<file path="src/common/bpu_isa_pkg.sv">
package bpu_isa_pkg;

    // rv32 word size, used for both pc and instruction
    localparam int xlen = 32;

    // major opcodes seen by predecode
    localparam logic [6:0] opcode_branch = 7'b1100011;
    localparam logic [6:0] opcode_jal    = 7'b1101111;
    localparam logic [6:0] opcode_jalr   = 7'b1100111;

    // link registers, a jalr through one of these is treated as a return
    localparam logic [4:0] reg_ra = 5'd1;
    localparam logic [4:0] reg_t0 = 5'd5;

    typedef logic [xlen-1:0] addr_t;
    typedef logic [xlen-1:0] inst_t;

endpackage
</file>
<file path="src/common/bpu_cfg_pkg.sv">
package bpu_cfg_pkg;

    // bimodal direction table, indexed by pc[9:1]
    localparam int bimodal_entries = 512;
    localparam int bimodal_idx_w   = 9;

    // direct mapped btb, index pc[9:2], tag pc[31:10]
    localparam int btb_entries = 256;
    localparam int btb_idx_w   = 8;
    localparam int btb_tag_w   = 22;

    localparam int ras_depth = 32;
    localparam int ras_ptr_w = 6;   // 0..32 inclusive

    localparam int hist_w = 16;

    // init sweep walks the larger of the two tables
    localparam int sweep_w = 9;

    typedef logic [1:0] ctr_t;   // 2-bit saturating counter

    localparam ctr_t ctr_weak_nt = 2'b01;

    typedef struct packed {
        logic                   valid;
        logic [btb_tag_w-1:0]   tag;
        bpu_isa_pkg::addr_t     target;
    } btb_entry_t;   // 1 + 22 + 32 = 55 bits

endpackage

</file>
<file path="src/rtl/table_init_fsm.sv">
`timescale 1ns/10ps

module table_init_fsm (
    input  logic                          clk,
    input  logic                          rst,
    output logic                          sweep_en_o,
    output logic [bpu_cfg_pkg::sweep_w-1:0] sweep_idx_o,
    output logic                          ready_o
);
    import bpu_cfg_pkg::*;

    typedef enum logic {
        st_sweep,
        st_run
    } state_t;

    state_t             state;
    logic [sweep_w-1:0] idx;
    logic               last_idx;

    assign last_idx = (idx == sweep_w'(bimodal_entries - 1));

    always_ff @(posedge clk or posedge rst) begin
        if (rst) begin
            state <= st_sweep;
            idx   <= '0;
        end else begin
            case (state)
                st_sweep: begin
                    idx <= idx + 1'b1;
                    if (last_idx) begin
                        state <= st_run;   // one write per entry, then done
                    end
                end
                default: begin
                    state <= st_run;   // stays here until the next reset
                end
            endcase
        end
    end

    assign sweep_en_o  = (state == st_sweep);
    assign sweep_idx_o = idx;
    assign ready_o     = (state == st_run);

endmodule

</file>
<file path="config.mk">
export PLATFORM = sky130hd
export DESIGN_NAME = table_init_fsm
export DESIGN_NICKNAME = d
export VERILOG_FILES = /design/src/common/bpu_isa_pkg.sv /design/src/common/bpu_cfg_pkg.sv /design/src/rtl/table_init_fsm.sv
export SDC_FILE = /design/constraint.sdc
export NUM_CORES = 1
export LEC_CHECK = 0
export ABC_AREA = 1
export BUFFER_PORTS_ARGS = -buffer_cell sky130_fd_sc_hd__buf_4
export CORE_AREA = 5 5 42 44
export CTS_CLUSTER_DIAMETER = 120
export DETAILED_ROUTE_END_ITERATION = 6
export DIE_AREA = 0 0 47 49
export PLACE_DENSITY_LB_ADDON = 0.3
export SLEW_MARGIN = 20
export SYNTH_ARGS = -nofsm -noshare
export SYNTH_HDL_FRONTEND = slang
export SYNTH_SLANG_ARGS = --single-unit
</file>
<file path="constraint.sdc">
create_clock -name clk -period 1.6 [get_ports clk]
set_clock_uncertainty 0.1 [all_clocks]
set_input_delay 0.32 -clock clk [delete_from_list [all_inputs] [get_ports clk]]
set_output_delay 0.32 -clock clk [all_outputs]
set_load 0.005 [all_outputs]
</file>
[Yosys cells after proc, flatten, opt, wreduce, memory -nomap -nowiden]
Cells that the tools add are included.
Widths: inputs -> output; s select.
Cells by class
  add/sub/neg operators: 1
  $mul: 0
  div/mod/pow operators: 0
  order comparisons: 0
  equal/unequal tests: 1
  shift-type cells: 0
  mux-type cells: 2
  bitwise operators: 1
  reduce and logical (&&, ||, !) cells: 0
Operators with widths (number)
  $add 9x1->9 const B: 1
  $eq 9x9->1 const B: 1
  $mux 1: 2
  $not 1->1: 1
Word-level totals
  flip-flop bits (word level): 10
  latch bits: 0
  memory bits (writable): 0
  memory bits (read-only): 0
  output and inout bits: 11
  logic and storage cells: 7
  memories: 0

[Longest topological paths before layout]
  depth in word-level cells: 3
  mapped depth: 6
  gate-level depth less buffers: 6

[Worst setup path before layout]
No wires, ideal clock.
  path type: reg-to-reg
  start: register idx[0], in the netlist sweep_idx_o[0]
  end: register state, in the netlist ready_o
  arrival: 1.219 ns
  setup slack: 0.154 ns
  cell stages (with the launch flop): 6
  buffers on the path: 0
  period minus slack after synthesis: 1.446 ns
  cells stage by stage: dfrtp_1 ha_1 nand3_1 nor3_1 ha_1 or2_2
On the way
  word-level cells in the longest chain between the ends: 3
RTL lines
  start: declaration: RTL line table_init_fsm.sv:18  | logic [sweep_w-1:0] idx;
  start signal: assignment: RTL line table_init_fsm.sv:30  | idx <= idx + 1'b1;
  $eq 9x9->1: RTL line table_init_fsm.sv:21  | assign last_idx = (idx == sweep_w'(bimodal_entries - 1));
  $mux 1: RTL line table_init_fsm.sv:31  | if (last_idx) begin
  $mux 1: RTL line table_init_fsm.sv:28  | case (state)
  end signal: assignment: RTL line table_init_fsm.sv:25  | state <= st_sweep;
  end signal: assignment: RTL line table_init_fsm.sv:32  | state <= st_run;
  end signal: assignment: RTL line table_init_fsm.sv:36  | state <= st_run;
  end: declaration: RTL line table_init_fsm.sv:17  | state_t state;
Every way passes these cells.
A chain may end at the register's enable or synchronous reset.

[Worst setup path after layout]
  start: register idx[1], in the netlist sweep_idx_o[1]
  end: register idx[8], in the netlist sweep_idx_o[8]
On the way
  word-level cells in the longest chain between the ends: 1
RTL lines (RTL line)
  $add 9x1->9: table_init_fsm.sv:30
Every way passes these cells.

==> impl_results.md <==
- Status: complete, no violations
- Slew Limit Headroom: 0.739
- Yosys warns: 0
- Post-layout util: 0.476
- Fin. Hold Viols: 0
- Dpl ws: 0.166 ns
- Multiplexer area fraction after synthesis: 0
- Crit-path slowest cell: dfrtp_1
- Num ports: 13
- Slowest stage delay, CP: 0.40 ns
- WL met1: 433 µm
- Final ANT Viol Nets: 0
- Max layer used: met3
- Hold WS: 0.425 ns
- Fin crit share: 0.893
- Largest family of logic cells by synthesized area: simple AND/OR/NAND/NOR gates
- WL met2: 499 µm
- Final WL: 991 µm
- Post-DP HPWL: 783 µm
- Area of the die: 0.00230 mm²
- Area grow syn2layout: 29.1%
- DRT iter0 DRCs: 3
- Metal3 WL: 59 µm
- Highest clock rate: 700 MHz
- Final #Nets: 81
- Worst Setup Slack, final: 0.171 ns
- Number of global-route vias before repair: 391
- Clk sink count: 10
- Largest net degree at the start of global routing: 11
- CP cell instances: ha_1 -> nand3_1 -> nor3_1 -> ha_1 -> nand2_1 -> nand2_1
- Setup TNS: 0 ns
- RSZ-0062 raised after global routing: no
- # Max-Cap Violations: 0
- Postcts setup bufs: 0
- Pwr/cell area: 638 mW/mm²
- Compound-Gate Fraction of Synth Area: 0
- Fin cells: 91
- Most frequent cells in the layout: 18 x nand2_1, 13 x buf_4, 10 x dfrtp_1, 6 x inv_1, 5 x nor2_1
- WP data required: 1.65 ns
- Crit path max-delay family: adder cells
- Post-CTS Resized: 0
- CTS tree: built
- H-tree depth: 1
- # setup viols final: 0
- First-pass DRT Iterations: 4
- Detailed-route via count: 408
- Simple-Gate Fraction of Synth Area: 0.354
- Floorplan Core Area: 0.00140 mm²
- Post-Synth Adder-Cell Area: 0.0484
- VDD IR max: 450 µV
- Startpoint Class: flop
- Critical path fanouts, max: 4
- Gpl congestion: 0.715
- Clk_lat worst skew: 0.26 ns
- Drt wl/cell: 10.9 µm
- Post-synthesis instance area: 517 µm²
- PortBufs: 12
- Chip Width: 47 µm
- Buf+Inv Stages, Crit Path: 0
- Drt drc: 0
- Layout cells sized above 1: 0.307
- Max clock buf depth: 2
- Arr. time, crit path: 1.48 ns
- Placed Cells: 87
- Root Driver: clkbuf_4
- Post-DR vias/cell: 4.48
- Post-synthesis xor/xnor area fraction: 0.0508
- FILL cells: 148
- Critical Path End Type: flop
- Seq/Total Area, Yosys: 0.484
- Leakage: 0.372 nW
- Synthesized area per cell: 8.91 µm²
- Die Y: 49 µm
- ANT cells: 0
- Mapped Cells: 58
- Worst-margin pin slew: 0.391 ns
- Initial antenna violation count: 0
- GRT Overall Usage: 0.101
- Unique masters post-synth: 17
- Leading cell type in the layout, fill and taps excluded: nand2_1
- Critical path type: reg -> reg
- Post-synthesis register bit count: 10
- Syn nets: 62
- Initial core utilization: 0.369
- Total gr overflow: 0
- Rows: 14
- First-pass GRT wire length: 1720 µm
- TritonCTS Buffers: 3
- Worst min-delay path category: reg -> reg
- Max-slew violations: 0
- Clock-pin slew on the worst setup and hold paths: 0.06 ns
- Final min period: 1.43 ns
-- state kept, by name, summed over array words and instances (netlist names) --
register / flops
ready_o: 1
sweep_idx_o: 9
-- repair_timing --
action,CTS,global route
hold buffers,1,0
endpoints found under the setup margin,0,0
hold endpoints to repair,10,0
-- power breakdown --
part	switching (mW)	internal [mW]
registers	0	0.253
logic	0.00550	0.00327
clock network	0.0772	0.0865
-- final cells by class --
type                    count  area [µm²]  share of cell area
multi-input cells          40         234               0.351
inverters                   8        32.5              0.0488
well taps                  16        20.0              0.0300
repair buffers             14         108               0.161
clock buffers               3        22.5              0.0338
flip-flops and latches     10         250               0.375
-- final timing paths --
| path | from | end | slack [ns] | cells after the start |
|---|---|---|---|---|
| max in group asynchronous | rst | ready_o | 0.61 | 3 |
| max | sweep_idx_o[1] | sweep_idx_o[8] | 0.17 | 6 |
| min reg2reg | sweep_idx_o[8] | sweep_idx_o[8] | 0.42 | 2 |
| min | sweep_idx_o[8] | sweep_idx_o[8] | 0.42 | 2 |
| max reg2reg | sweep_idx_o[1] | sweep_idx_o[8] | 0.17 | 6 |
| min in group asynchronous | rst | sweep_idx_o[5] | 0.51 | 3 |
-- cell usage after synthesis (all sizes together) --
cell type | number | share of area
xor2 | 2 | 0.034
nor3 | 1 | 0.0097
nand2 | 21 | 0.19
clkinv | 1 | 0.0073
inv | 7 | 0.056
nor2 | 7 | 0.087
xnor2 | 1 | 0.017
nand3 | 3 | 0.029
dfrtp | 10 | 0.48
ha | 2 | 0.048
nand3b | 2 | 0.029
or2 | 1 | 0.012
-- worst min-delay path: stages (launching register included) --
cell     delay [ns]
dfrtp_1        0.37
nand2_1        0.06
nand2_1        0.06
-- per-layer routing --
layer  vias to the layer above  track usage
li1                        211            -
met1                       188        0.134
met2                         9        0.152
met3                         0       0.0369
met4                         0       0.0276
met5                         -            0
-- through the flow --
step           area (µm²)  power (mW)
2_1_floorplan         517       0.261
3_3_place_gp          634       0.265
3_5_place_dp          634       0.265
4_1_cts               667       0.431
5_1_grt               667       0.448
6_report              667       0.425
-- cell families (layout without fill, tap and decap cells) --
group	after synthesis	in the layout
and+or+nand+nor	35	35
DFF	10	10
buffers and inverters	8	25
xor gates and xnor gates	3	3
adders and majority gates	2	2
No activity file was read; power rests on OpenSTA's default activity.
