$ cat config.mk
export PLATFORM = sky130hd
export DESIGN_NAME = next_pc_select
export DESIGN_NICKNAME = d
export VERILOG_FILES = /design/src/common/bpu_isa_pkg.sv /design/src/rtl/next_pc_select.sv
export SDC_FILE = /design/constraint.sdc
export NUM_CORES = 1
export LEC_CHECK = 0
export BUFFER_PORTS_ARGS = -buffer_cell sky130_fd_sc_hd__buf_2
export CAP_MARGIN = 20
export CORE_ASPECT_RATIO = 1.2
export CORE_MARGIN = 10
export CORE_UTILIZATION = 55
export DETAILED_ROUTE_END_ITERATION = 6
export PLACE_DENSITY_LB_ADDON = 0.05
export SKIP_LAST_GASP = 1
export SLEW_MARGIN = 15
export SYNTH_ARGS = -nofsm -noshare
export SYNTH_HDL_FRONTEND = slang
export SYNTH_SLANG_ARGS = --single-unit
$ cat constraint.sdc
create_clock -name vclk -period 6
set_input_delay 0.6 -clock vclk [all_inputs]
set_output_delay 0.6 -clock vclk [all_outputs]
set_load 0.005 [all_outputs]
$ cat src/common/bpu_isa_pkg.sv
package bpu_isa_pkg;

    // rv32 word size, used for both pc and instruction
    localparam int xlen = 32;

    // major opcodes seen by predecode
    localparam logic [6:0] opcode_branch = 7'b1100011;
    localparam logic [6:0] opcode_jal    = 7'b1101111;
    localparam logic [6:0] opcode_jalr   = 7'b1100111;

    // link registers, a jalr through one of these is treated as a return
    localparam logic [4:0] reg_ra = 5'd1;
    localparam logic [4:0] reg_t0 = 5'd5;

    typedef logic [xlen-1:0] addr_t;
    typedef logic [xlen-1:0] inst_t;

endpackage
$ cat src/rtl/next_pc_select.sv
`timescale 1ns/10ps

module next_pc_select (
    input  bpu_isa_pkg::addr_t if_pc_i,
    input  logic               is_branch_i,
    input  logic               is_jal_i,
    input  logic               is_jalr_i,
    input  logic               is_ret_i,
    input  bpu_isa_pkg::addr_t b_imm_i,
    input  bpu_isa_pkg::addr_t j_imm_i,
    input  logic               ready_i,
    input  logic               ctr_taken_i,
    input  logic               btb_hit_i,
    input  bpu_isa_pkg::addr_t btb_target_i,
    input  logic               ras_valid_i,
    input  bpu_isa_pkg::addr_t ras_addr_i,
    input  logic               push_valid_i,
    input  bpu_isa_pkg::addr_t push_addr_i,
    output logic               branch_o,
    output logic               pred_taken_o,
    output bpu_isa_pkg::addr_t pred_pc_o
);
    import bpu_isa_pkg::*;

    addr_t pc_plus4;

    assign pc_plus4 = if_pc_i + xlen'(4);

    always_comb begin
        branch_o     = 1'b0;
        pred_taken_o = 1'b0;
        pred_pc_o    = pc_plus4;
        if (ready_i && (is_branch_i || is_jal_i || is_jalr_i)) begin
            branch_o = 1'b1;
            if (is_ret_i) begin
                if (ras_valid_i) begin
                    pred_taken_o = 1'b1;
                    pred_pc_o    = ras_addr_i;
                end else if (push_valid_i) begin   // empty stack, bypass the call
                    pred_taken_o = 1'b1;
                    pred_pc_o    = push_addr_i;
                end
            end else if (is_jal_i) begin
                pred_taken_o = 1'b1;
                pred_pc_o    = btb_hit_i ? btb_target_i : if_pc_i + j_imm_i;
            end else begin
                pred_taken_o = ctr_taken_i;
                if (ctr_taken_i) begin
                    if (btb_hit_i) begin
                        pred_pc_o = btb_target_i;
                    end else if (is_branch_i) begin
                        pred_pc_o = if_pc_i + b_imm_i;
                    end   // plain jalr without a btb entry keeps pc+4
                end
            end
        end
    end

endmodule

# Word-level counts from Yosys, hierarchy flattened
# Index checks and enable logic that the tools add are counted.
# W data, S select, Z words.
[totals] reg_bits=0 latchBits=0 mem_bits_rw=0 rom_bits=0 inputBits=201 out_inout_bits=34 memories=0
[op_classes] add_sub_neg=3 n_mul=0 n_div=0 order_cmp=0 n_eq_ne=0 shifts=0 mux=15 bitwise_logic=0 reduce_logical=3
[op_table] cell="$mux W32" count=9
[op_table] cell="$add A32 B32 Y32" count=2
[op_table] cell="$add A32 B3 Y32 const B" count=1
[op_table] cell="$mux W1" count=6
[op_table] cell="$logic_or A1 B1 Y1" count=2
[op_table] cell="$logic_and A1 B1 Y1" count=1

# Logic depth before layout (Yosys ltp)
[depth] ltp_word=7 ltp_mapped=13 depth_no_buf=13

# Worst setup path before layout
# No wires, ideal clock.
[synth_timing] kind="input to output" startpoint="in if_pc_i[0]" endpoint="out pred_pc_o[24]" arrival_ns=3.102 required_ns=5.400 slack_ns=2.298 path_stages=12 n_path_buf=0 path_cell_list="ha_1 -> fa_1 -> a21oi_1 -> o21ai_1 -> a211oi_2 -> o311ai_1 -> a21o_1 -> a311oi_2 -> o21ai_1 -> xor2_1 -> a221oi_1 -> o31ai_1"
[synth_between] elab_chain_len=7 word_cells_on_any_way=12 classes_between="3 x add/sub; 9 x mux"
[synth_lines] item="start: declaration" line="next_pc_select.sv:4" text="input bpu_isa_pkg::addr_t if_pc_i,"
[synth_lines] item="$add A32 B3 Y32 / $add A32 B32 Y32 (equally long branches)" line="next_pc_select.sv:27, next_pc_select.sv:52"
[synth_lines] item="$mux W32" line="next_pc_select.sv:51" text="end else if (is_branch_i) begin"
[synth_lines] item="$mux W32" line="next_pc_select.sv:49" text="if (btb_hit_i) begin"
[synth_lines] item="$mux W32" line="next_pc_select.sv:48" text="if (ctr_taken_i) begin"
[synth_lines] item="$mux W32" line="next_pc_select.sv:43" text="end else if (is_jal_i) begin"
[synth_lines] item="$mux W32" line="next_pc_select.sv:35" text="if (is_ret_i) begin"
[synth_lines] item="$mux W32 *" line="next_pc_select.sv:33" text="if (ready_i && (is_branch_i || is_jal_i || is_jalr_i)) begin"
[synth_lines] item="end: declaration" line="next_pc_select.sv:21" text="output bpu_isa_pkg::addr_t pred_pc_o"
# Mark *: on every way between the ends. The rest lies on a longest branch, timed or not.

# Worst setup path in the final report
[layout_timing] startpoint="in if_pc_i[0]" endpoint="out pred_pc_o[26]"
# Same word-level chain as after synthesis.

==> out/qor.csv <==
stage;metric;value;unit
run_status;status;finished, final reports clean;
clock_network;post_cts resized;0;
setup_path;Buffers & Inverters on Critical Path;3;
die;row count;42;
placed_design;global placer's final weighted congestion;1.06;
power_and_ir_drop;PD cells;101;mW/mm^2
routing;Antenna Nets Post-Route;0;
timing;Max Fclk;0.214;GHz
global_routing;overflow left after global routing;0;
placed_design;Post-DP Area;0.00739;mm^2
die;Starting Density;56.1;%
timing;Tcrit/Tclk final;77.7;%
power_and_ir_drop;sw frac;59.5;%
routing;Post-Route WL;29100;um
clock_network;Hold Buf Count CTS;0;
routing;routed vias;8758;
die;Core ar.;0.0110;mm^2
final_layout;Storage cell area;0;um^2
setup_path;Crit path arrival time;4.06;ns
flow_run;Max-Cap Viols;0;
die;Die Wd;117;um
synth;top cell type's share of synthesized area;12.8;%
power_and_ir_drop;NetSw;0.447;mW
timing;setup violators final;0;
timing;minimum clock period;4.66;ns
timing;final setup TNS;0;ns
setup_path;Slowest cell on crit path;o2111ai_1;
final_layout;clk_buf instances;0;
final_layout;share of layout cells above drive strength 1;22.7;%
power_and_ir_drop;leakage power;3.46;nW
final_layout;leading cell types in the layout, fill and taps excluded;buf_2 (235), a21oi_1 (129), nand2_1 (123);
setup_path;cell mode on critical path;a21oi_1;
setup_path;Worst Path Required;5.40;ns
final_layout;NumNets Final;1433;
routing;Detailed Routing Iterations Pass 1;6;
die;Die Span Y;136;um
global_routing;initial antenna violation count;2;
timing;RSZ-0062 raised after global routing;no;
power_and_ir_drop;Total Power;0.750;mW
final_layout;count of flip-flops and latches;0;
power_and_ir_drop;Comb pwr share;100.0;%
routing;DRC;0;
hold_path;worst hold path type;in2out;
power_and_ir_drop;Reg power frac;0;%
routing;Via-to-Cell Ratio;6.75;
synth;cell type with the highest aggregate area in the netlist;ha_1;
die;Top Ports;235;
timing;max-slew violation total from the final report;0;
placed_design;Final HPWL DP;23500;um
final_layout;commonest non-fill, non-tap cell in the layout;buf_2;
final_layout;final instance area;0.00740;mm^2
timing;Final Hold Fails;0;
setup_path;Max stage delay on crit path;0.40;ns
die;DIE AREA;0.0159;mm^2
power_and_ir_drop;peak supply drop;0.0597;mV
global_routing;overall routing resource usage;34.1;%
synth;main area contributors after synthesis;ha_1 (13%), a21oi_1 (10%), nand2_1 (7.5%);
global_routing;first-pass GRT wire length;43500;um
synth;Post-Syn Instances;973;
setup_path;crit end category;primary output;
setup_path;Crit Path Category;in2out;
setup_path;worst-path cell chain;buf_2 > ha_1 > inv_1 > fa_1 > nand2b_1 > a21oi_1 > o21ai_1 > o21ai_1 > o2111ai_1 > a21oi_1 > a21oi_1 > xnor2_1 > o2111ai_1 > a221o_1 > buf_2;
synth;Net Count, Synth;1239;
synth;Seq/Total Area, Yosys;0;%
routing;Initial DRC Count;1126;
synth;Unique masters post-synth;71;
synth;Syn. warnings;0;
placed_design;# port buffers;235;
setup_path;critical path peak fanout;6;
global_routing;vias in the first global route;8235;
global_routing;largest net degree at the start of global routing;38;
timing;Worst Max-Slew Pin Slew;1.10;ns
setup_path;startpoint class of the critical path;primary input;
synth;Cell Area, Synth;0.00617;mm^2
power_and_ir_drop;Pint;0.303;mW
final_layout;Layout area overhead;19.9;%
timing;Rel. slew slack;26.7;%
setup_path;CP delay by family, top;compound AO/OA/AOI/OAI gates;
clock_network;buffers inserted by post-CTS timing repair;0;
routing;WL per Instance;22.4;um
power_and_ir_drop;Clk pwr share;0;%
synth;Syn Area/Cell;6.34;um^2
## final cells by class
cell class	count	area, um^2
Multi-Input combinational cell	898	5890
Fill cell	1107	3590
Timing Repair Buffer	244	1250
Tap cell	132	165
Inverter	23	86.3
Antenna cell	1	2.50
## through the flow
stage                     setup slack [ns]  utilization (%)  instances  hold slack, ns
after floorplan                       2.30                -        973            1.27
after global placement                1.61             67.2       1296            1.59
after detailed placement              1.52             67.3       1297            1.59
after CTS                             1.52             67.3       1297            1.59
after global routing                  1.20             67.3       1298            1.63
final                                 1.34             67.3       1298            1.60
## per-layer routing
layer / global-route usage, % / up-vias / routed length (um)
li1: - / 4049 / -
met1: 40.1 / 3938 / 10700
met2: 56.7 / 624 / 13200
met5: 0 / - / 13
met4: 19.8 / 2 / 1960
met3: 5.82 / 145 / 3200
## tightest hold or removal path, stage by stage
cell	delay, ns
buf_2	0.08
a21oi_1	0.06
a21oi_1	0.13
buf_2	0.13
## cell usage after synthesis, drive strengths merged, types with 13 or more instances
cell and n:
a21oi 132, nor3 13, xor2 36, nand2 123, a21o 31, inv 22
ha 63, mux2i 24, nor2 84, a31oi 15, o211ai 22, o22ai 15
xnor2 47, nand3 30, o21ai 85, clkbuf 41
## worst paths after layout
path | start | end | slack (ns) | depth (start not counted)
worst max-delay path | if_pc_i[0] | pred_pc_o[26] | 1.34 | 15
worst min-delay path | btb_target_i[17] | pred_pc_o[17] | 1.60 | 4
## power groups by stage
stage | clock (mW) | sequential [mW] | combinational (mW)
floorplan | 0 | 0 | 0.470
global placement | 0 | 0 | 0.720
detailed placement | 0 | 0 | 0.725
CTS | 0 | 0 | 0.728
global route | 0.0000000223 | 0 | 0.810
finish | 0.0000000223 | 0 | 0.750
## kinds of logic (layout without fill, tap and decap cells)
family	count (synthesis)	after routing	synth area share (%)
other	0	1	0
XOR/XNOR	83	83	11.8
AND/OR/NAND/NOR	317	317	23.6
buffers and inverters	75	267	4.63
AO/OA/AOI/OAI	407	407	42.3
adder cells (fa/ha/maj)	65	65	13.4
multiplexers	26	26	4.26
Power figures use the tool's default switching activity.
