### src/common/bpu_isa_pkg.sv
package bpu_isa_pkg;

    // rv32 word size, used for both pc and instruction
    localparam int xlen = 32;

    // major opcodes seen by predecode
    localparam logic [6:0] opcode_branch = 7'b1100011;
    localparam logic [6:0] opcode_jal    = 7'b1101111;
    localparam logic [6:0] opcode_jalr   = 7'b1100111;

    // link registers, a jalr through one of these is treated as a return
    localparam logic [4:0] reg_ra = 5'd1;
    localparam logic [4:0] reg_t0 = 5'd5;

    typedef logic [xlen-1:0] addr_t;
    typedef logic [xlen-1:0] inst_t;

endpackage
### src/common/bpu_cfg_pkg.sv
package bpu_cfg_pkg;

    // bimodal direction table, indexed by pc[9:1]
    localparam int bimodal_entries = 512;
    localparam int bimodal_idx_w   = 9;

    // direct mapped btb, index pc[9:2], tag pc[31:10]
    localparam int btb_entries = 256;
    localparam int btb_idx_w   = 8;
    localparam int btb_tag_w   = 22;

    localparam int ras_depth = 32;
    localparam int ras_ptr_w = 6;   // 0..32 inclusive

    localparam int hist_w = 16;

    // init sweep walks the larger of the two tables
    localparam int sweep_w = 9;

    typedef logic [1:0] ctr_t;   // 2-bit saturating counter

    localparam ctr_t ctr_weak_nt = 2'b01;

    typedef struct packed {
        logic                   valid;
        logic [btb_tag_w-1:0]   tag;
        bpu_isa_pkg::addr_t     target;
    } btb_entry_t;   // 1 + 22 + 32 = 55 bits

endpackage

### src/predictor/direction_predictor.sv
`timescale 1ns/10ps

module direction_predictor #(
    parameter int HIST_W = 16
) (
    input  logic                            clk,
    input  logic                            rst,
    input  bpu_isa_pkg::addr_t              if_pc_i,
    input  logic                            upd_en_i,
    input  bpu_isa_pkg::addr_t              upd_pc_i,
    input  logic                            upd_taken_i,
    input  logic                            sweep_en_i,
    input  logic [bpu_cfg_pkg::sweep_w-1:0] sweep_idx_i,
    output logic                            pred_taken_o,
    output logic [HIST_W-1:0]               history_o
);
    import bpu_cfg_pkg::*;

    logic [bimodal_idx_w-1:0] fetch_idx;
    logic [bimodal_idx_w-1:0] upd_idx;
    ctr_t                     fetch_ctr;
    ctr_t                     upd_ctr;
    ctr_t                     upd_ctr_next;
    logic [HIST_W-1:0]        ghist;

    assign fetch_idx = if_pc_i[bimodal_idx_w:1];
    assign upd_idx   = upd_pc_i[bimodal_idx_w:1];

    always_comb begin
        if (upd_taken_i) begin
            upd_ctr_next = (upd_ctr == 2'b11) ? upd_ctr : upd_ctr + 1'b1;
        end else begin
            upd_ctr_next = (upd_ctr == 2'b00) ? upd_ctr : upd_ctr - 1'b1;
        end
    end

    // two copies written identically, one read port each
    pred_table #(
        .ENTRIES (bimodal_entries),
        .entry_t (ctr_t)
    ) fetch_tbl_i (
        .clk          (clk),
        .rd_idx_i     (fetch_idx),
        .rd_data_o    (fetch_ctr),
        .wr_en_i      (upd_en_i),
        .wr_idx_i     (upd_idx),
        .wr_data_i    (upd_ctr_next),
        .sweep_en_i   (sweep_en_i),
        .sweep_idx_i  (sweep_idx_i),
        .sweep_data_i (ctr_weak_nt)
    );

    pred_table #(
        .ENTRIES (bimodal_entries),
        .entry_t (ctr_t)
    ) upd_tbl_i (
        .clk          (clk),
        .rd_idx_i     (upd_idx),   // read-modify-write side
        .rd_data_o    (upd_ctr),
        .wr_en_i      (upd_en_i),
        .wr_idx_i     (upd_idx),
        .wr_data_i    (upd_ctr_next),
        .sweep_en_i   (sweep_en_i),
        .sweep_idx_i  (sweep_idx_i),
        .sweep_data_i (ctr_weak_nt)
    );

    always_ff @(posedge clk or posedge rst) begin
        if (rst) begin
            ghist <= '0;
        end else if (upd_en_i) begin
            ghist <= {ghist[HIST_W-2:0], upd_taken_i};   // newest in bit 0
        end
    end

    assign pred_taken_o = fetch_ctr[1];
    assign history_o    = ghist;

endmodule

### src/predictor/pred_table.sv
`timescale 1ns/10ps

module pred_table #(
    parameter int  ENTRIES = 512,
    parameter type entry_t = logic
) (
    input  logic                       clk,
    input  logic [$clog2(ENTRIES)-1:0] rd_idx_i,
    output entry_t                     rd_data_o,
    input  logic                       wr_en_i,
    input  logic [$clog2(ENTRIES)-1:0] wr_idx_i,
    input  entry_t                     wr_data_i,
    input  logic                       sweep_en_i,
    input  logic [$clog2(ENTRIES)-1:0] sweep_idx_i,
    input  entry_t                     sweep_data_i
);

    entry_t mem [ENTRIES];

    always_ff @(posedge clk) begin
        if (sweep_en_i) begin
            mem[sweep_idx_i] <= sweep_data_i;   // init sweep wins
        end else if (wr_en_i) begin
            mem[wr_idx_i] <= wr_data_i;
        end
    end

    assign rd_data_o = mem[rd_idx_i];   // async read for same-cycle prediction

endmodule

### config.mk
export PLATFORM = sky130hd
export DESIGN_NAME = direction_predictor
export DESIGN_NICKNAME = d
export VERILOG_FILES = /design/src/common/bpu_isa_pkg.sv /design/src/common/bpu_cfg_pkg.sv /design/src/predictor/direction_predictor.sv /design/src/predictor/pred_table.sv
export SDC_FILE = /design/constraint.sdc
export NUM_CORES = 1
export LEC_CHECK = 0
export BUFFER_PORTS_ARGS = -buffer_cell sky130_fd_sc_hd__buf_2
export CAP_MARGIN = 20
export CORE_AREA = 2 2 285 287
export DETAILED_ROUTE_END_ITERATION = 8
export DIE_AREA = 0 0 287 289
export PLACE_DENSITY = 0.8
export RECOVER_POWER = 25
export SYNTH_ARGS = -nofsm -noshare
export SYNTH_HDL_FRONTEND = slang
export SYNTH_SLANG_ARGS = --single-unit
export TNS_END_PERCENT = 5
### constraint.sdc
create_clock -name clk -period 42.4 [get_ports clk]
set_clock_uncertainty 0.05 [all_clocks]
set_input_delay 6.36 -clock clk [delete_from_list [all_inputs] [get_ports clk]]
set_output_delay 6.36 -clock clk [all_outputs]
set_load 0.01 [all_outputs]
# Word-level counts from Yosys, hierarchy flattened
# Memory sizes are Yosys's and may differ from the RTL's.
# Index checks and enable logic that the tools add are counted.
# W data, S select, Z words.
[classes]
addsub = 2
eq_ne = 1
n_mux = 14
reduce_logical = 3
[ops]
columns = ["cell", "n"]
rows = [
  ["$mux W9", 2],
  ["$mux W2", 5],
  ["$mux W1", 7],
  ["$reduce_or A2 Y1", 2],
  ["$add A2 B1 Y2 const B", 1],
  ["$eq A2 B2 Y1 const B", 1],
  ["$logic_not A2 Y1", 1],
  ["$sub A2 B1 Y2 const B", 1],
]
[word_totals]
regBits = 16
mem_bits_rw = 2048
in_bits = 78
output_inout_bits = 17
word_cells = 23
mem_count = 2
[memory_table]
columns = ["name", "depth", "word_bits", "read_ports", "rd_clocked_by_memory_dff", "wr", "line_no", "rtl"]
rows = [
  ["fetch_tbl_i.mem", 512, 2, 1, 0, 1, "pred_table.sv:18", "entry_t mem [ENTRIES];"],
  ["upd_tbl_i.mem", 512, 2, 1, 0, 1, "pred_table.sv:18", ""],
]

# Logic depth before layout (Yosys ltp)
[logic_depth]
depth_word = 5
depth_mapped = 16
ltp_nobuf = 9

# Cells and area by module
# From an unflattened synthesis, not the netlist that was laid out.
[hier_totals]
hier_cells = 5328
area_unflattened_um2 = 85685.9
[modules_own_cells]
columns = ["module", "instances", "cells_per_inst", "area_per_inst_um2"]
rows = [
  ["pred_table", 2, 2644, 42500.8],
  ["direction_predictor", 1, 40, 684.4],
]

# Least setup slack after synthesis
# Ideal clock, no wire load.
[synth_path]
path_kind = "input-to-reg"
from = "in upd_pc_i[1]"
to = "mem fetch_tbl_i.mem[501][1] in the netlist's numbering (data pin)"
arrival_time_ps = 22244
setup_slack_ps = 17160
stages = 14
cell_sequence = "buf_6 buf_12 buf_12 buf_12 buf_12 mux2i_1 o22ai_2 nor3_1 or4_1 nor4_1 a31oi_1 a211oi_2 o21ai_1 a21oi_1"
[synth_between]
elab_chain_len = 5
word_cells_on_any_way = 9
classes_between = "2 x add/sub; 1 x eq/ne; 4 x mux; 1 x reduce/logical; 1 x memory"
[synth_rtl]
columns = ["item", "line_no", "rtl"]
rows = [
  ["from (decl)", "direction_predictor.sv:10", "input bpu_isa_pkg::addr_t upd_pc_i,"],
  ["$mem_v2 Z512 W2 (*)", "n/a", ""],
  ["$sub A2 B1 Y2 (tied with other cells)", "direction_predictor.sv:33", "upd_ctr_next = (upd_ctr == 2'b00) ? upd_ctr : upd_ctr - 1'b1;"],
  ["$mux W2 (on tied branches)", "direction_predictor.sv:33, direction_predictor.sv:31", ""],
  ["$mux W2 (*)", "direction_predictor.sv:30", "if (upd_taken_i) begin"],
  ["$mux W2 (no source line) (*)", "n/a", ""],
  ["to (decl)", "pred_table.sv:18", ""],
]
# Mark *: on every way between the ends. The rest lies on a longest branch, timed or not.

# Worst setup path in the final report
[layout_path]
from = "in upd_pc_i[1]"
to = "mem upd_tbl_i.mem[218][1] in the netlist's numbering (data pin)"
[layout_between]
elab_chain_len = 5
word_cells_on_any_way = 9
classes_between = "2 x add/sub; 1 x eq/ne; 4 x mux; 1 x reduce/logical; 1 x memory"
[layout_rtl]
columns = ["item", "line_no"]
rows = [
  ["$mem_v2 Z512 W2 (*)", "n/a"],
  ["$sub A2 B1 Y2 (tied with other cells)", "direction_predictor.sv:33"],
  ["$mux W2 (on tied branches)", "direction_predictor.sv:33, direction_predictor.sv:31"],
  ["$mux W2 (*)", "direction_predictor.sv:30"],
  ["$mux W2 (no source line) (*)", "n/a"],
  ["to (decl)", "pred_table.sv:18"],
]
# Marked as above.

==> reports/qor.csv <==
metric,value,unit
Final Hold Viols,0,
"wirelength, routed",127000,microns
largest net degree at the start of global routing,307,
DP Cell Count,3810,
total grt overflow,0,
Tot GR Track Use,31.0,%
router iterations before antenna repair,6,
clk root buf,clkbuf_16,
die height,289,microns
"Slew Viols, Final",352,
Vias per Instance,7.21,
antenna-violating nets left,0,
# IOs,95,
cell with the most instances after synthesis,edfxtp_1,
"FFs w/ async S/R, synth",1.54,%
via count,28822,
fill count,5210,
peak supply drop,0.0000289,V
Detail Placement HPWL,72500,microns
Yosys top cell area share,64.6,%
Ys Warns,0,
CP max-delay cell,clkbuf_1,
clock buffer depth,3,
shortest period the worst path allows,18.97,ns
MaxCap Viol Count,9,
DR WL/cell,31.8,microns
Initial Utilization,59.6,%
WS Path Type,in -> reg,
syn nets,2964,
main area contributors after synthesis,"edfxtp_1 65%, mux4_2 11%, nor2_1 4.4%",
Num CTS Buffers,100,
post-route insts no fill,3997,
RSZ-0062 raised after global routing,no,
Commonest cells post-synth,"1024 x edfxtp_1, 556 x nor2_1, 243 x mux4_2",
CP peak stage delay,4.43,ns
final setup TNS,0,ns
CTS sink count,1040,
unique cell type count in the Yosys netlist,72,
DRT iter0 DRCs,4332,
Setup Buffers After CTS,0,
worst-path maximum fanout,232,
worst skew pair latency,0.68,ns
syn_area_per_cell,16.5,sq um
Cells after Synth,2886,
"Top FF cell, synth",edfxtp_1,
Post-synth EDFFs,1024,
layout cell share with drive strength beyond 1,17.4,%
worst-margin pin slew,6.51,ns
CP Data Arrival Time,19.21,ns
Storage cell area,31100,sq um
hold crit path type,reg -> reg,
"area leader, netlist",edfxtp_1,
Area Growth Syn to Fin,8.09,%
fin nets,2931,
failing checks,"max-capacitance violations, max-slew violations",
"Reg clk slew, reported paths",0.06,ns
count of state elements after synthesis,1040,
CTS tree,yes,
die width,287,microns
f_max,0.0527,GHz
Max H-tree Level,3,
GPL Wtd Cong,0.878,
Startpoint Class,input port,
"Seq/Total Area, Yosys",65.4,%
final setup violation count,0,
initial antenna violation count,6,
number of hold buffers added after cts,0,
num rows,104,
DIE AREA,82900,sq um
Multi-input gate area,15000,sq um
crit path cell chain,clkbuf_1 -> clkbuf_1 -> buf_4 -> mux2i_1 -> o221ai_1 -> a21oi_1 -> o21a_1 -> a31oi_1 -> nand4_1 -> a211oi_2 -> o21ai_1 -> a21oi_4 -> buf_12 -> buf_4,
DRC errors left,0,
number of buffers added on ports,48,
CP top delay family,buffers and inverters,
Tcrit/Tclk final,44.7,%
power density cells,43.4,nW/um^2
status,"finished, violations left",
"Cell Area, Synth",47600,sq um
normalized max-slew margin,-334,%
Crit. End Element,flip-flop,
first-pass GRT wire length,187000,microns
CP required,42.64,ns
vias in the first global route,29327,
Worst Path Buf+Inv,5,
leakage power,16.3,nW
Post-CTS Resized,0,
core area,79900,sq um
-- through the flow --
stage | utilization (%) | total power, mW | area [sq um] | setup slack, ns | hold WS (ns)
2_1_floorplan | - | 1.30 | 47600 | 17.16 | 0.501
3_3_place_gp | 60.3 | 1.34 | 48200 | 24.98 | 0.434
3_5_place_dp | 60.4 | 1.34 | 48200 | 24.91 | 0.466
4_1_cts | 64.5 | 2.23 | 51500 | 24.79 | 0.483
5_1_grt | 64.4 | 2.28 | 51500 | 22.64 | 0.505
6_report | 64.4 | 2.23 | 51500 | 23.43 | 0.487
-- final cells by class --
cell class	instances	share of cell area (%)
inverters	6	0.0437
clock inverters	64	1.30
flip-flops and latches	1040	60.5
diodes	4	0.0194
repair buffers	97	1.28
well taps	1060	2.58
clock buffers	118	5.12
multi-input cells	1608	29.2
-- where the power goes --
group	leakage, nW	switching (mW)	internal, mW
Combinational	5.19	0.116	0.0587
Clock	1.62	0.381	0.527
Sequential	9.46	0.00490	1.15
-- routing by layer --
metal / part of all wire (%) / vias up / GRT usage [%]
met1: 33 / 14454 / 40.1
met3: 14 / 522 / 8.22
li1: - / 11559 / -
met2: 46 / 2281 / 48.5
met5: 0.028 / - / 0
met4: 6.4 / 6 / 16.8
-- placed cells by master (no fill, tap or decap), types with 17 or more instances in the layout --
cell       count
a21oi_1       29
a22oi_1       41
buf_2         25
buf_4         38
clkbuf_1      41
clkbuf_16    103
clkinv_1      20
clkinv_2      23
edfxtp_1    1024
mux2_2        21
mux2i_1      196
mux4_1        76
mux4_2       243
nand2_1       92
nand3_1       25
nor2_1       556
nor3_1        45
o21ai_0       17
o221ai_1      41
o22ai_1       49
-- registers in the layout, summed over array words and instances, names as in the netlist --
| signal | count |
|---|---|
| fetch_tbl_i.mem | 2 |
| upd_tbl_i.mem | 1022 |
| history_o | 16 |
-- kinds of logic after synthesis --
| family | after synthesis | share of synthesized area (%) |
|---|---|---|
| flops | 1040 | 65.4 |
| simple gates | 816 | 7.22 |
| mux | 537 | 20.3 |
| compound gates | 255 | 3.85 |
| buf+inv | 238 | 3.19 |
-- final timing paths --
| check | cells after the start | to | slack [ns] | from |
|---|---|---|---|---|
| setup / recovery | 14 | upd_tbl_i.mem[218][1] | 23.43 | upd_pc_i[1] |
| hold / removal | 1 | history_o[11] | 0.49 | history_o[11] |
| setup reg to reg | 11 | upd_tbl_i.mem[218][1] | 36.43 | upd_tbl_i.mem[453][0] |
| hold reg to reg | 1 | history_o[11] | 0.49 | history_o[11] |
| max in group asynchronous | 2 | history_o[13] | 36.17 | rst |
| min in group asynchronous | 2 | history_o[5] | 5.72 | rst |
Power figures use the tool's default switching activity.
