**config.mk**
```make
export PLATFORM = sky130hd
export DESIGN_NAME = inst_predecode
export DESIGN_NICKNAME = d
export VERILOG_FILES = /design/src/common/bpu_isa_pkg.sv /design/src/rtl/inst_predecode.sv
export SDC_FILE = /design/constraint.sdc
export NUM_CORES = 1
export LEC_CHECK = 0
export BUFFER_PORTS_ARGS = -buffer_cell sky130_fd_sc_hd__buf_4
export CAP_MARGIN = 20
export CELL_PAD_IN_SITES_DETAIL_PLACEMENT = 2
export CELL_PAD_IN_SITES_GLOBAL_PLACEMENT = 2
export CORE_MARGIN = 5
export CORE_UTILIZATION = 10
export DETAILED_ROUTE_END_ITERATION = 6
export PLACE_DENSITY = 0.9
export REMOVE_ABC_BUFFERS = 1
export SKIP_LAST_GASP = 1
export SYNTH_ARGS = -nofsm -noshare
export SYNTH_HDL_FRONTEND = slang
export SYNTH_SLANG_ARGS = --single-unit
```
**constraint.sdc**
```tcl
create_clock -name vclk -period 1.75
set_input_delay 0.525 -clock vclk [all_inputs]
set_output_delay 0.525 -clock vclk [all_outputs]
set_load 0.01 [all_outputs]
```
**src/common/bpu_isa_pkg.sv**
```systemverilog
package bpu_isa_pkg;

    // rv32 word size, used for both pc and instruction
    localparam int xlen = 32;

    // major opcodes seen by predecode
    localparam logic [6:0] opcode_branch = 7'b1100011;
    localparam logic [6:0] opcode_jal    = 7'b1101111;
    localparam logic [6:0] opcode_jalr   = 7'b1100111;

    // link registers, a jalr through one of these is treated as a return
    localparam logic [4:0] reg_ra = 5'd1;
    localparam logic [4:0] reg_t0 = 5'd5;

    typedef logic [xlen-1:0] addr_t;
    typedef logic [xlen-1:0] inst_t;

endpackage
```
**src/rtl/inst_predecode.sv**
```systemverilog
`timescale 1ns/10ps

module inst_predecode (
    input  bpu_isa_pkg::inst_t if_inst_i,
    input  bpu_isa_pkg::inst_t ex_inst_i,
    output logic               is_branch_o,
    output logic               is_jal_o,
    output logic               is_jalr_o,
    output logic               is_ret_o,
    output logic               ex_is_ret_o,
    output bpu_isa_pkg::addr_t b_imm_o,
    output bpu_isa_pkg::addr_t j_imm_o
);
    import bpu_isa_pkg::*;

    logic if_rs1_link;
    logic ex_rs1_link;

    assign is_branch_o = (if_inst_i[6:0] == opcode_branch);
    assign is_jal_o    = (if_inst_i[6:0] == opcode_jal);
    assign is_jalr_o   = (if_inst_i[6:0] == opcode_jalr);

    assign if_rs1_link = (if_inst_i[19:15] == reg_ra) || (if_inst_i[19:15] == reg_t0);
    assign ex_rs1_link = (ex_inst_i[19:15] == reg_ra) || (ex_inst_i[19:15] == reg_t0);

    // fetch side: strict "jalr x0, 0(ra)" form
    assign is_ret_o = is_jalr_o && (if_inst_i[11:7] == 5'd0) && if_rs1_link &&
                      (if_inst_i[31:20] == 12'd0);

    // execute side only looks at opcode and rs1
    assign ex_is_ret_o = (ex_inst_i[6:0] == opcode_jalr) && ex_rs1_link;

    assign b_imm_o = {{20{if_inst_i[31]}}, if_inst_i[7], if_inst_i[30:25],
                      if_inst_i[11:8], 1'b0};
    assign j_imm_o = {{12{if_inst_i[31]}}, if_inst_i[19:12], if_inst_i[20],
                      if_inst_i[30:21], 1'b0};

endmodule

```
Word-level counts from Yosys, hierarchy flattened
Cells that the tools add are included.
{"block": "classes", "n_eq_ne": 8, "reduce_logical": 8}
{"operator": "7-bit equality test, second input constant", "count": 4}
{"operator": "12-bit logical NOT", "count": 1}
{"operator": "5-bit by 1-bit equality test with 1-bit output, second input constant", "count": 2}
{"operator": "5-bit by 3-bit equality test with 1-bit output, second input constant", "count": 2}
{"operator": "5-bit logical NOT", "count": 1}
{"operator": "1-bit logical AND", "count": 4}
{"operator": "1-bit logical OR", "count": 2}
{"block": "word_totals", "reg_bits": 0, "output_inout_bits": 69}

Logic depth before layout (Yosys ltp)
Gate-level depths: netlist (run 1).
{"block": "depth", "word_depth": 4, "depth_mapped": 3, "depth_no_buf": 3}

Worst setup path before layout (run 1)
OpenSTA, ideal clock, no wires.
{"block": "synth_path", "path_type": "in2out", "start": "in ex_inst_i[19]", "end": "out ex_is_ret_o", "t_arrival_ps": 1182, "setup_slack_ps": 43, "path_stages": 3, "path_buffers": 0, "cell_sequence": "and4bb_1 -> nand4_1 -> nor4b_2"}
{"block": "synth_between", "elab_chain_len": 3, "elab_cells_between_ends": 4}
{"item": "from (decl)", "line": "inst_predecode.sv:5", "rtl": "input bpu_isa_pkg::inst_t ex_inst_i,"}
{"item": "5-bit by 1-bit equality test with 1-bit output / 5-bit by 3-bit equality test with 1-bit output (equally long branches)", "line": "inst_predecode.sv:24", "rtl": "assign ex_rs1_link = (ex_inst_i[19:15] == reg_ra) || (ex_inst_i[19:15] == reg_t0);"}
{"item": "1-bit logical OR (*)", "line": "inst_predecode.sv:24"}
{"item": "1-bit logical AND (*)", "line": "inst_predecode.sv:31", "rtl": "assign ex_is_ret_o = (ex_inst_i[6:0] == opcode_jalr) && ex_rs1_link;"}
{"item": "to (decl)", "line": "inst_predecode.sv:10", "rtl": "output logic ex_is_ret_o,"}
Mark *: on every way between the ends. The rest lies on a longest branch, timed or not.

Final worst setup path (run 1)
{"block": "layout_path", "start": "in if_inst_i[8]", "end": "out is_ret_o"}
{"block": "layout_between", "elab_chain_len": 4}
{"item": "from (decl)", "line": "inst_predecode.sv:4", "rtl": "input bpu_isa_pkg::inst_t if_inst_i,"}
{"item": "5-bit logical NOT", "line": "inst_predecode.sv:27", "rtl": "assign is_ret_o = is_jalr_o && (if_inst_i[11:7] == 5'd0) && if_rs1_link &&"}
{"item": "1-bit logical AND (3 in series)", "line": "inst_predecode.sv:27"}
{"item": "to (decl)", "line": "inst_predecode.sv:9", "rtl": "output logic is_ret_o,"}
Every way passes these cells.

==> run metrics, run 1 <==
power per standard cell area=240 nW/µm²; WHS=1.05 ns; DRT iter0 DRCs=12; most common cell after layout, fill and taps aside=buf_4; Yosys cell types=15; Tcrit/Tclk final=1.09; FP Rows=29; Final Max Slew Viols=0; CP Launch Type=input port; Layout area overhead=85.8%; VDD IR max=80.5 µV; Initial DRT Pass Iterations=2; io pins=133; CLK BUF=0; Crit Path Class=in -> out; cts hold-fix bufs=0; GRT met1 Usage=0.0509; Sequential Area=0 µm²; Ys Warns=0; IO Port Bufs=102; Post-Syn Instances=86; largest net degree at the start of global routing=33; max-capacitance violation count=0; Final WS setup=-0.159 ns; antenna cells=0; DRT Wirelength=2.86 mm; total congestion overflow=0; mapped cell area=633 µm²; Starting Density=0.101; RSZ-0062 raised after global routing=true; GR Layer Usage met3=0.0201; Total Die Area=8020 µm²; Setup WS pre-CTS=-0.228 ns; CP Max Fanout=2; Setup crit end kind=output port; number of global-route vias before repair=697; Residual DRC=0; Util after Layout=0.188; core box area=6240 µm²; layout cells sized above 1=0.906; Via density=3.36; routed via count=723; antenna violations before repair=0; sequential share of the synthesized area=0; Final ANT Viol Nets=0; Req. time, crit path=1.22 ns; outcome=finished, violations left; grt met2 use=0.120; GRT busiest layer=met2; placed wire-length estimate=2.66 mm; die height=89.6 µm; most frequent cells in the layout=110 x buf_4, 5 x buf_6, 3 x nor3_2, 3 x nand4_1; failing checks=setup timing; Placer Congestion=0.720; Highest Clock Rate=0.524 GHz; Final Hold Vio Count=0; syn_area_per_cell=7.36 µm²; Leak Pwr=0.617 nW; routed len/inst=13.3 µm; fin nets=204; Die Width=89.6 µm; Setup violations, final=4; Hold WC Path Type=in -> out; first-pass GRT wire length=3.55 mm; sequential cells=0; minimum clock period=1.91 ns; Global Route Usage Sum=0.0556; Arr. time, crit path=1.38 ns
[area by class of cell]
cell class | count | area (µm²)
fill | 739 | 5060
inverter | 1 | 3.75
multi-input combinational | 22 | 194
tap | 77 | 96.3
timing repair buffer | 115 | 882
[critical path: stages]
cell	delay [ns]
buf_4	0.11
nor4_1	0.28
nand4_1	0.15
nor3_2	0.17
buf_4	0.14
[synth_stat cells]
| cell | count | area [µm²] |
|---|---|---|
| nor4b_2 | 2 | 30.0 |
| nor2b_1 | 1 | 6.26 |
| nor4_1 | 3 | 18.8 |
| and4bb_1 | 1 | 12.5 |
| buf_4 | 64 | 480 |
| inv_1 | 1 | 3.75 |
| and2b_4 | 1 | 10.0 |
| nand3_1 | 1 | 5.00 |
| nor3_2 | 1 | 10.0 |
| nor3_1 | 2 | 10.0 |
| nor2_1 | 2 | 7.51 |
| nand2_1 | 2 | 7.51 |
| conb_1 | 1 | 3.75 |
| and3b_1 | 1 | 8.76 |
| nand4_1 | 3 | 18.8 |
[metrics by stage]
step / cells / instance area [µm²] / total power [W] / TNS, ns
finish: 215 / 1180 / 0.000282 / -0.338
global route: 215 / 1180 / 0.000302 / -0.619
CTS: 215 / 1150 / 0.000283 / -0.440
detailed placement: 214 / 1110 / 0.000275 / -0.505
global placement: 214 / 1110 / 0.000267 / -0.399
floorplan: 23 / 156 / 0.0000124 / 0
[power by group]
group / internal, W / total, W / switching [W]
clock: 0 / 0 / 0
sequential: 0 / 0 / 0
combinational: 0.000166 / 0.000282 / 0.000115
[metal layers]
layer  vias up  wire length (µm)
li1        317                 -
met2        80              1380
met1       326               834
met5         -                 0
met4         0                 0
met3         0               645
[worst paths after layout]
check                     start     endpoint  slack (ns)  depth (start not counted)
setup / recovery   if_inst_i[8]     is_ret_o       -0.16                          5
hold / removal    if_inst_i[17]  j_imm_o[17]        1.05                          0
[cells by family (layout without fill, tap and decap cells)]
logic type | Yosys count | after routing | share of synthesized area
buffers and inverters | 65 | 116 | 0.765
other | 1 | 2 | 0.00592
and+or+nand+nor | 20 | 20 | 0.229
[timing repair]
item	in CTS	in global routing
gates cloned	0	0
pin swaps	2	1
resized for setup	9	4
setup endpoints to repair	4	5
setup buffers	1	0
Note: power is estimated with default switching activity, not from simulation.
==> run 2, diff against run 1 <==
--- a/config.mk
+++ b/config.mk
@@ -12,7 +12,7 @@
 export CORE_MARGIN = 5
 export CORE_UTILIZATION = 10
 export DETAILED_ROUTE_END_ITERATION = 6
-export PLACE_DENSITY = 0.9
+export PLACE_DENSITY = 0.88
 export REMOVE_ABC_BUFFERS = 1
 export SKIP_LAST_GASP = 1
 export SYNTH_ARGS = -nofsm -noshare
==> constraint.sdc (replaced) <==
create_clock -name vclk -period 1.9
set_input_delay 0.57 -clock vclk [all_inputs]
set_output_delay 0.57 -clock vclk [all_outputs]
set_load 0.01 [all_outputs]
==> run 2 against run 1 <==
Effect of this change: the flow still finishes with violations (setup timing); via count down 0.83%; die area unchanged; hold slack better by 0.090 ns; cell count down 0.47%; power down 9.2%; largest cell class unchanged.
==> run metrics, run 2 (synthesized netlist as in run 1, its figures left out) <==
CP Max Fanout=2; Final Hold Vio Count=0; largest net degree at the start of global routing=33; Crit path top cell by count=buf_4; Layout area overhead=82.0%; FP Rows=29; RSZ-0062 raised after global routing=true; Starting Density=0.101; fillers=748; Final Max Slew Viols=0; Util after Layout=0.185; routed via count=717; Crit Path Class=in -> out; failing checks=setup timing; antenna cells=0; fin area=1150 µm²; most frequent cells in the layout=112 x buf_4, 3 x nand4_1; io pins=133; Residual DRC=0; max-capacitance violation count=0; Req. time, crit path=1.33 ns; Post-CTS Setup Inserts=0; CP Cell Sequence=buf_4 -> nor4b_4 -> nand4_1 -> nor3_2 -> buf_4; DRT Wirelength=2.76 mm; IO Port Bufs=102; outcome=finished, violations left; Setup violations, final=2; Arr. time, crit path=1.42 ns; CLK BUF=0; sequential cells=0; first-pass GRT wire length=3.35 mm; total congestion overflow=0; CP Launch Type=input port; area of the multi-input gates=189 µm²; number of global-route vias before repair=659; antenna violations before repair=0; Post-DP Area=1110 µm²; layout cells sized above 1=0.891; Initial DRT Pass Iterations=2; core box area=6240 µm²; power per standard cell area=222 nW/µm²; Slowest-stage cell, CP=nor4b_4; VDD IR max=73.0 µV; DRT iter0 DRCs=6; Tcrit/Tclk final=1.05; Leak Pwr=0.613 nW; Highest Clock Rate=0.503 GHz; Sequential Area=0 µm²; Placer Congestion=0.614; Setup crit end kind=output port; placed wire-length estimate=2.56 mm; Via density=3.35; die height=89.6 µm; WHS=1.14 ns; Final Power=0.000256 W; routed len/inst=12.9 µm; fin nets=203; Final WS setup=-0.0900 ns; Hold WC Path Type=in -> out; most common cell after layout, fill and taps aside=buf_4; Die Width=89.6 µm; Total Die Area=8020 µm²; Critical Path Max Stage Delay=0.27 ns; minimum clock period=1.99 ns; Final ANT Viol Nets=0; Global Route Usage Sum=0.0511
==> run 2: metal layers <==
metal | part of all wire | GRT usage
met4 | 0 | 0
met5 | 0 | 0
met2 | 0.45 | 0.106
met3 | 0.26 | 0.0210
met1 | 0.29 | 0.0492
==> run 2: cell type report <==
| cell class | instances | area share |
|---|---|---|
| inverter | 1 | 0.00326 |
| multi-input combinational | 22 | 0.164 |
| tap | 77 | 0.0836 |
| timing repair buffer | 114 | 0.749 |
==> run 2: what timing repair did <==
action | in CTS | in global routing
pin swaps | 4 | 2
endpoints found under the setup margin | 3 | 5
resized for setup | 6 | 2
hold buffers | 0 | 0
==> run 2: worst paths after layout <==
path | end | depth (start not counted) | startpoint
worst max-delay path | is_ret_o | 5 | if_inst_i[18]
worst min-delay path | j_imm_o[17] | 0 | if_inst_i[17]
==> run 2: stage by stage <==
step | TNS (ns) | setup WS (ns) | std cells
final | -0.159 | -0.0900 | 214
after global routing | -0.295 | -0.146 | 214
after CTS | -0.206 | -0.111 | 214
after detailed placement | -0.422 | -0.255 | 214
after global placement | -0.332 | -0.248 | 214
after floorplan | 0 | 0.103 | 23
==> run 2: where the power goes <==
part,leakage [nW],internal (W),switching (W),total (W)
Sequential,0,0,0,0
Combinational,0.613,0.000152,0.000104,0.000256
Clock,0,0,0,0
Total,0.613,0.000152,0.000104,0.000256
==> run 2: worst max-delay path, delay by kind of cell <==
family                 cells  cell delay [ns]
and+or+nand+nor            3             0.58
buffers and inverters      2             0.27
==> run 3, diff against run 2 <==
--- a/config.mk
+++ b/config.mk
@@ -12,6 +12,7 @@
 export CORE_MARGIN = 5
 export CORE_UTILIZATION = 10
 export DETAILED_ROUTE_END_ITERATION = 6
+export GPL_ROUTABILITY_DRIVEN = 1
 export PLACE_DENSITY = 0.88
 export REMOVE_ABC_BUFFERS = 1
 export SKIP_LAST_GASP = 1
==> constraint.sdc (replaced) <==
create_clock -name vclk -period 2.15
set_input_delay 0.645 -clock vclk [all_inputs]
set_output_delay 0.645 -clock vclk [all_outputs]
set_load 0.005 [all_outputs]
==> run 3 against run 2 <==
Effect of this change: global-route usage hardly changed; the flow now finishes without violations; die area stayed put; power is 21% lower; utilization hardly changed; largest power group unchanged; largest cell class unchanged; critical endpoint is now ex_is_ret_o; sequential share of layout area stayed put.
==> run metrics, run 3 (synthesized netlist as in run 1, its figures left out) <==
outcome=completed; DRT iter0 DRCs=3; Flop pwr share=0; Crit Path Class=in -> out; switching part of the total=0.351; max-capacitance violation count=0; most common cell after layout, fill and taps aside=buf_4; antenna cells=0; Final WS setup=0.0390 ns; RSZ-0062 raised after global routing=true; sequential cells=0; CP Max Fanout=1; Tcrit/Tclk final=0.982; antenna violations before repair=0; Critical Path Max Stage Delay=0.25 ns; CP Launch Type=input port; placed wire-length estimate=2.49 mm; FP Rows=29; minimum clock period=2.11 ns; Post-Place Cells=211; total congestion overflow=0; Cells on Worst Hold Path=0; Arr. time, crit path=1.47 ns; fin nets=201; largest net degree at the start of global routing=33; Layout area overhead=82.4%; Crit path top cell by count=buf_4; Final Max Slew Viols=0; Final ANT Viol Nets=0; routed via count=710; worst path buffer plus inverter count=2; cts hold-fix bufs=0; Global Route Usage Sum=0.0507; Slowest-stage cell, CP=and4bb_1; Comb power frac=1.000; CP delay by family, top=simple AND/OR/NAND/NOR gates; Initial DRT Pass Iterations=2; Total Die Area=8020 µm²; Residual DRC=0; fillers=724; Placer Congestion=0.629; Setup violations, final=0; Hold WC Path Type=in -> out; area of the multi-input gates=199 µm²; VDD IR max=76.0 µV; CP Cell Sequence=buf_4 -> and4bb_1 -> nand4_1 -> nor4b_2 -> buf_4; CLK BUF=0; Final Power=0.000201 W; TNS Setup=0 ns; Leak Pwr=0.603 nW; final non-filler cell total=212; Setup crit end kind=output port; io pins=133; Setup WS pre-CTS=-0.123 ns; Highest Clock Rate=0.474 GHz; routed len/inst=12.8 µm; clock power share=0; Worst path depth=5; most frequent cells in the layout=108 x buf_4, 4 x buf_6, 3 x nand4_1; Die Width=89.6 µm; DRT Wirelength=2.72 mm; Starting Density=0.101; power per standard cell area=174 nW/µm²; die height=89.6 µm; core box area=6240 µm²; Req. time, crit path=1.50 ns; Cell Int Power=0.000131 W; Via density=3.35; switching power total=0.0000707 W; first-pass GRT wire length=3.33 mm; number of global-route vias before repair=674; Final Hold Vio Count=0; Sequential Area=0 µm²; layout cells sized above 1=0.896; IO Port Bufs=102
==> run 3: area by class of cell <==
type / instances / share of cell area
multi-input cells: 22 / 0.172
well taps: 77 / 0.0834
repair buffers: 112 / 0.741
inverters: 1 / 0.00325
==> run 3: through the flow <==
step	hold slack [ns]	area (µm²)	util
floorplan	1.29	156	-
detailed placement	1.29	1090	0.174
global route	1.29	1150	0.185
finish	1.29	1150	0.185
global placement	1.29	1090	0.174
CTS	1.29	1130	0.181
==> run 3: path summary, 6_finish.rpt <==
kind,slack (ns),start,end
worst min-delay path,1.29,if_inst_i[17],j_imm_o[17]
worst max-delay path,0.04,ex_inst_i[19],ex_is_ret_o
==> run 3: power by group through the flow <==
| stage | sequential [W] | combinational [W] | clock [W] |
|---|---|---|---|
| final | 0 | 0.000201 | 0 |
| after global routing | 0 | 0.000218 | 0 |
| after CTS | 0 | 0.000202 | 0 |
| after detailed placement | 0 | 0.000195 | 0 |
| after global placement | 0 | 0.000190 | 0 |
| after floorplan | 0 | 0.00000920 | 0 |
==> run 3: per-layer routing <==
| metal | up-vias | global-route usage | share of wire |
|---|---|---|---|
| li1 | 312 | - | - |
| met1 | 317 | 0.0482 | 0.29 |
| met2 | 81 | 0.104 | 0.44 |
| met3 | 0 | 0.0237 | 0.27 |
| met4 | 0 | 0 | 0 |
| met5 | - | 0 | 0 |
==> run 3: timing repair <==
| action | in CTS | in global routing |
|---|---|---|
| endpoints found under the setup margin | 1 | 3 |
| pin swaps | 5 | 3 |
| buffers inserted | 1 | 0 |
| hold endpoints to repair | 0 | 0 |
| resized for setup | 7 | 5 |
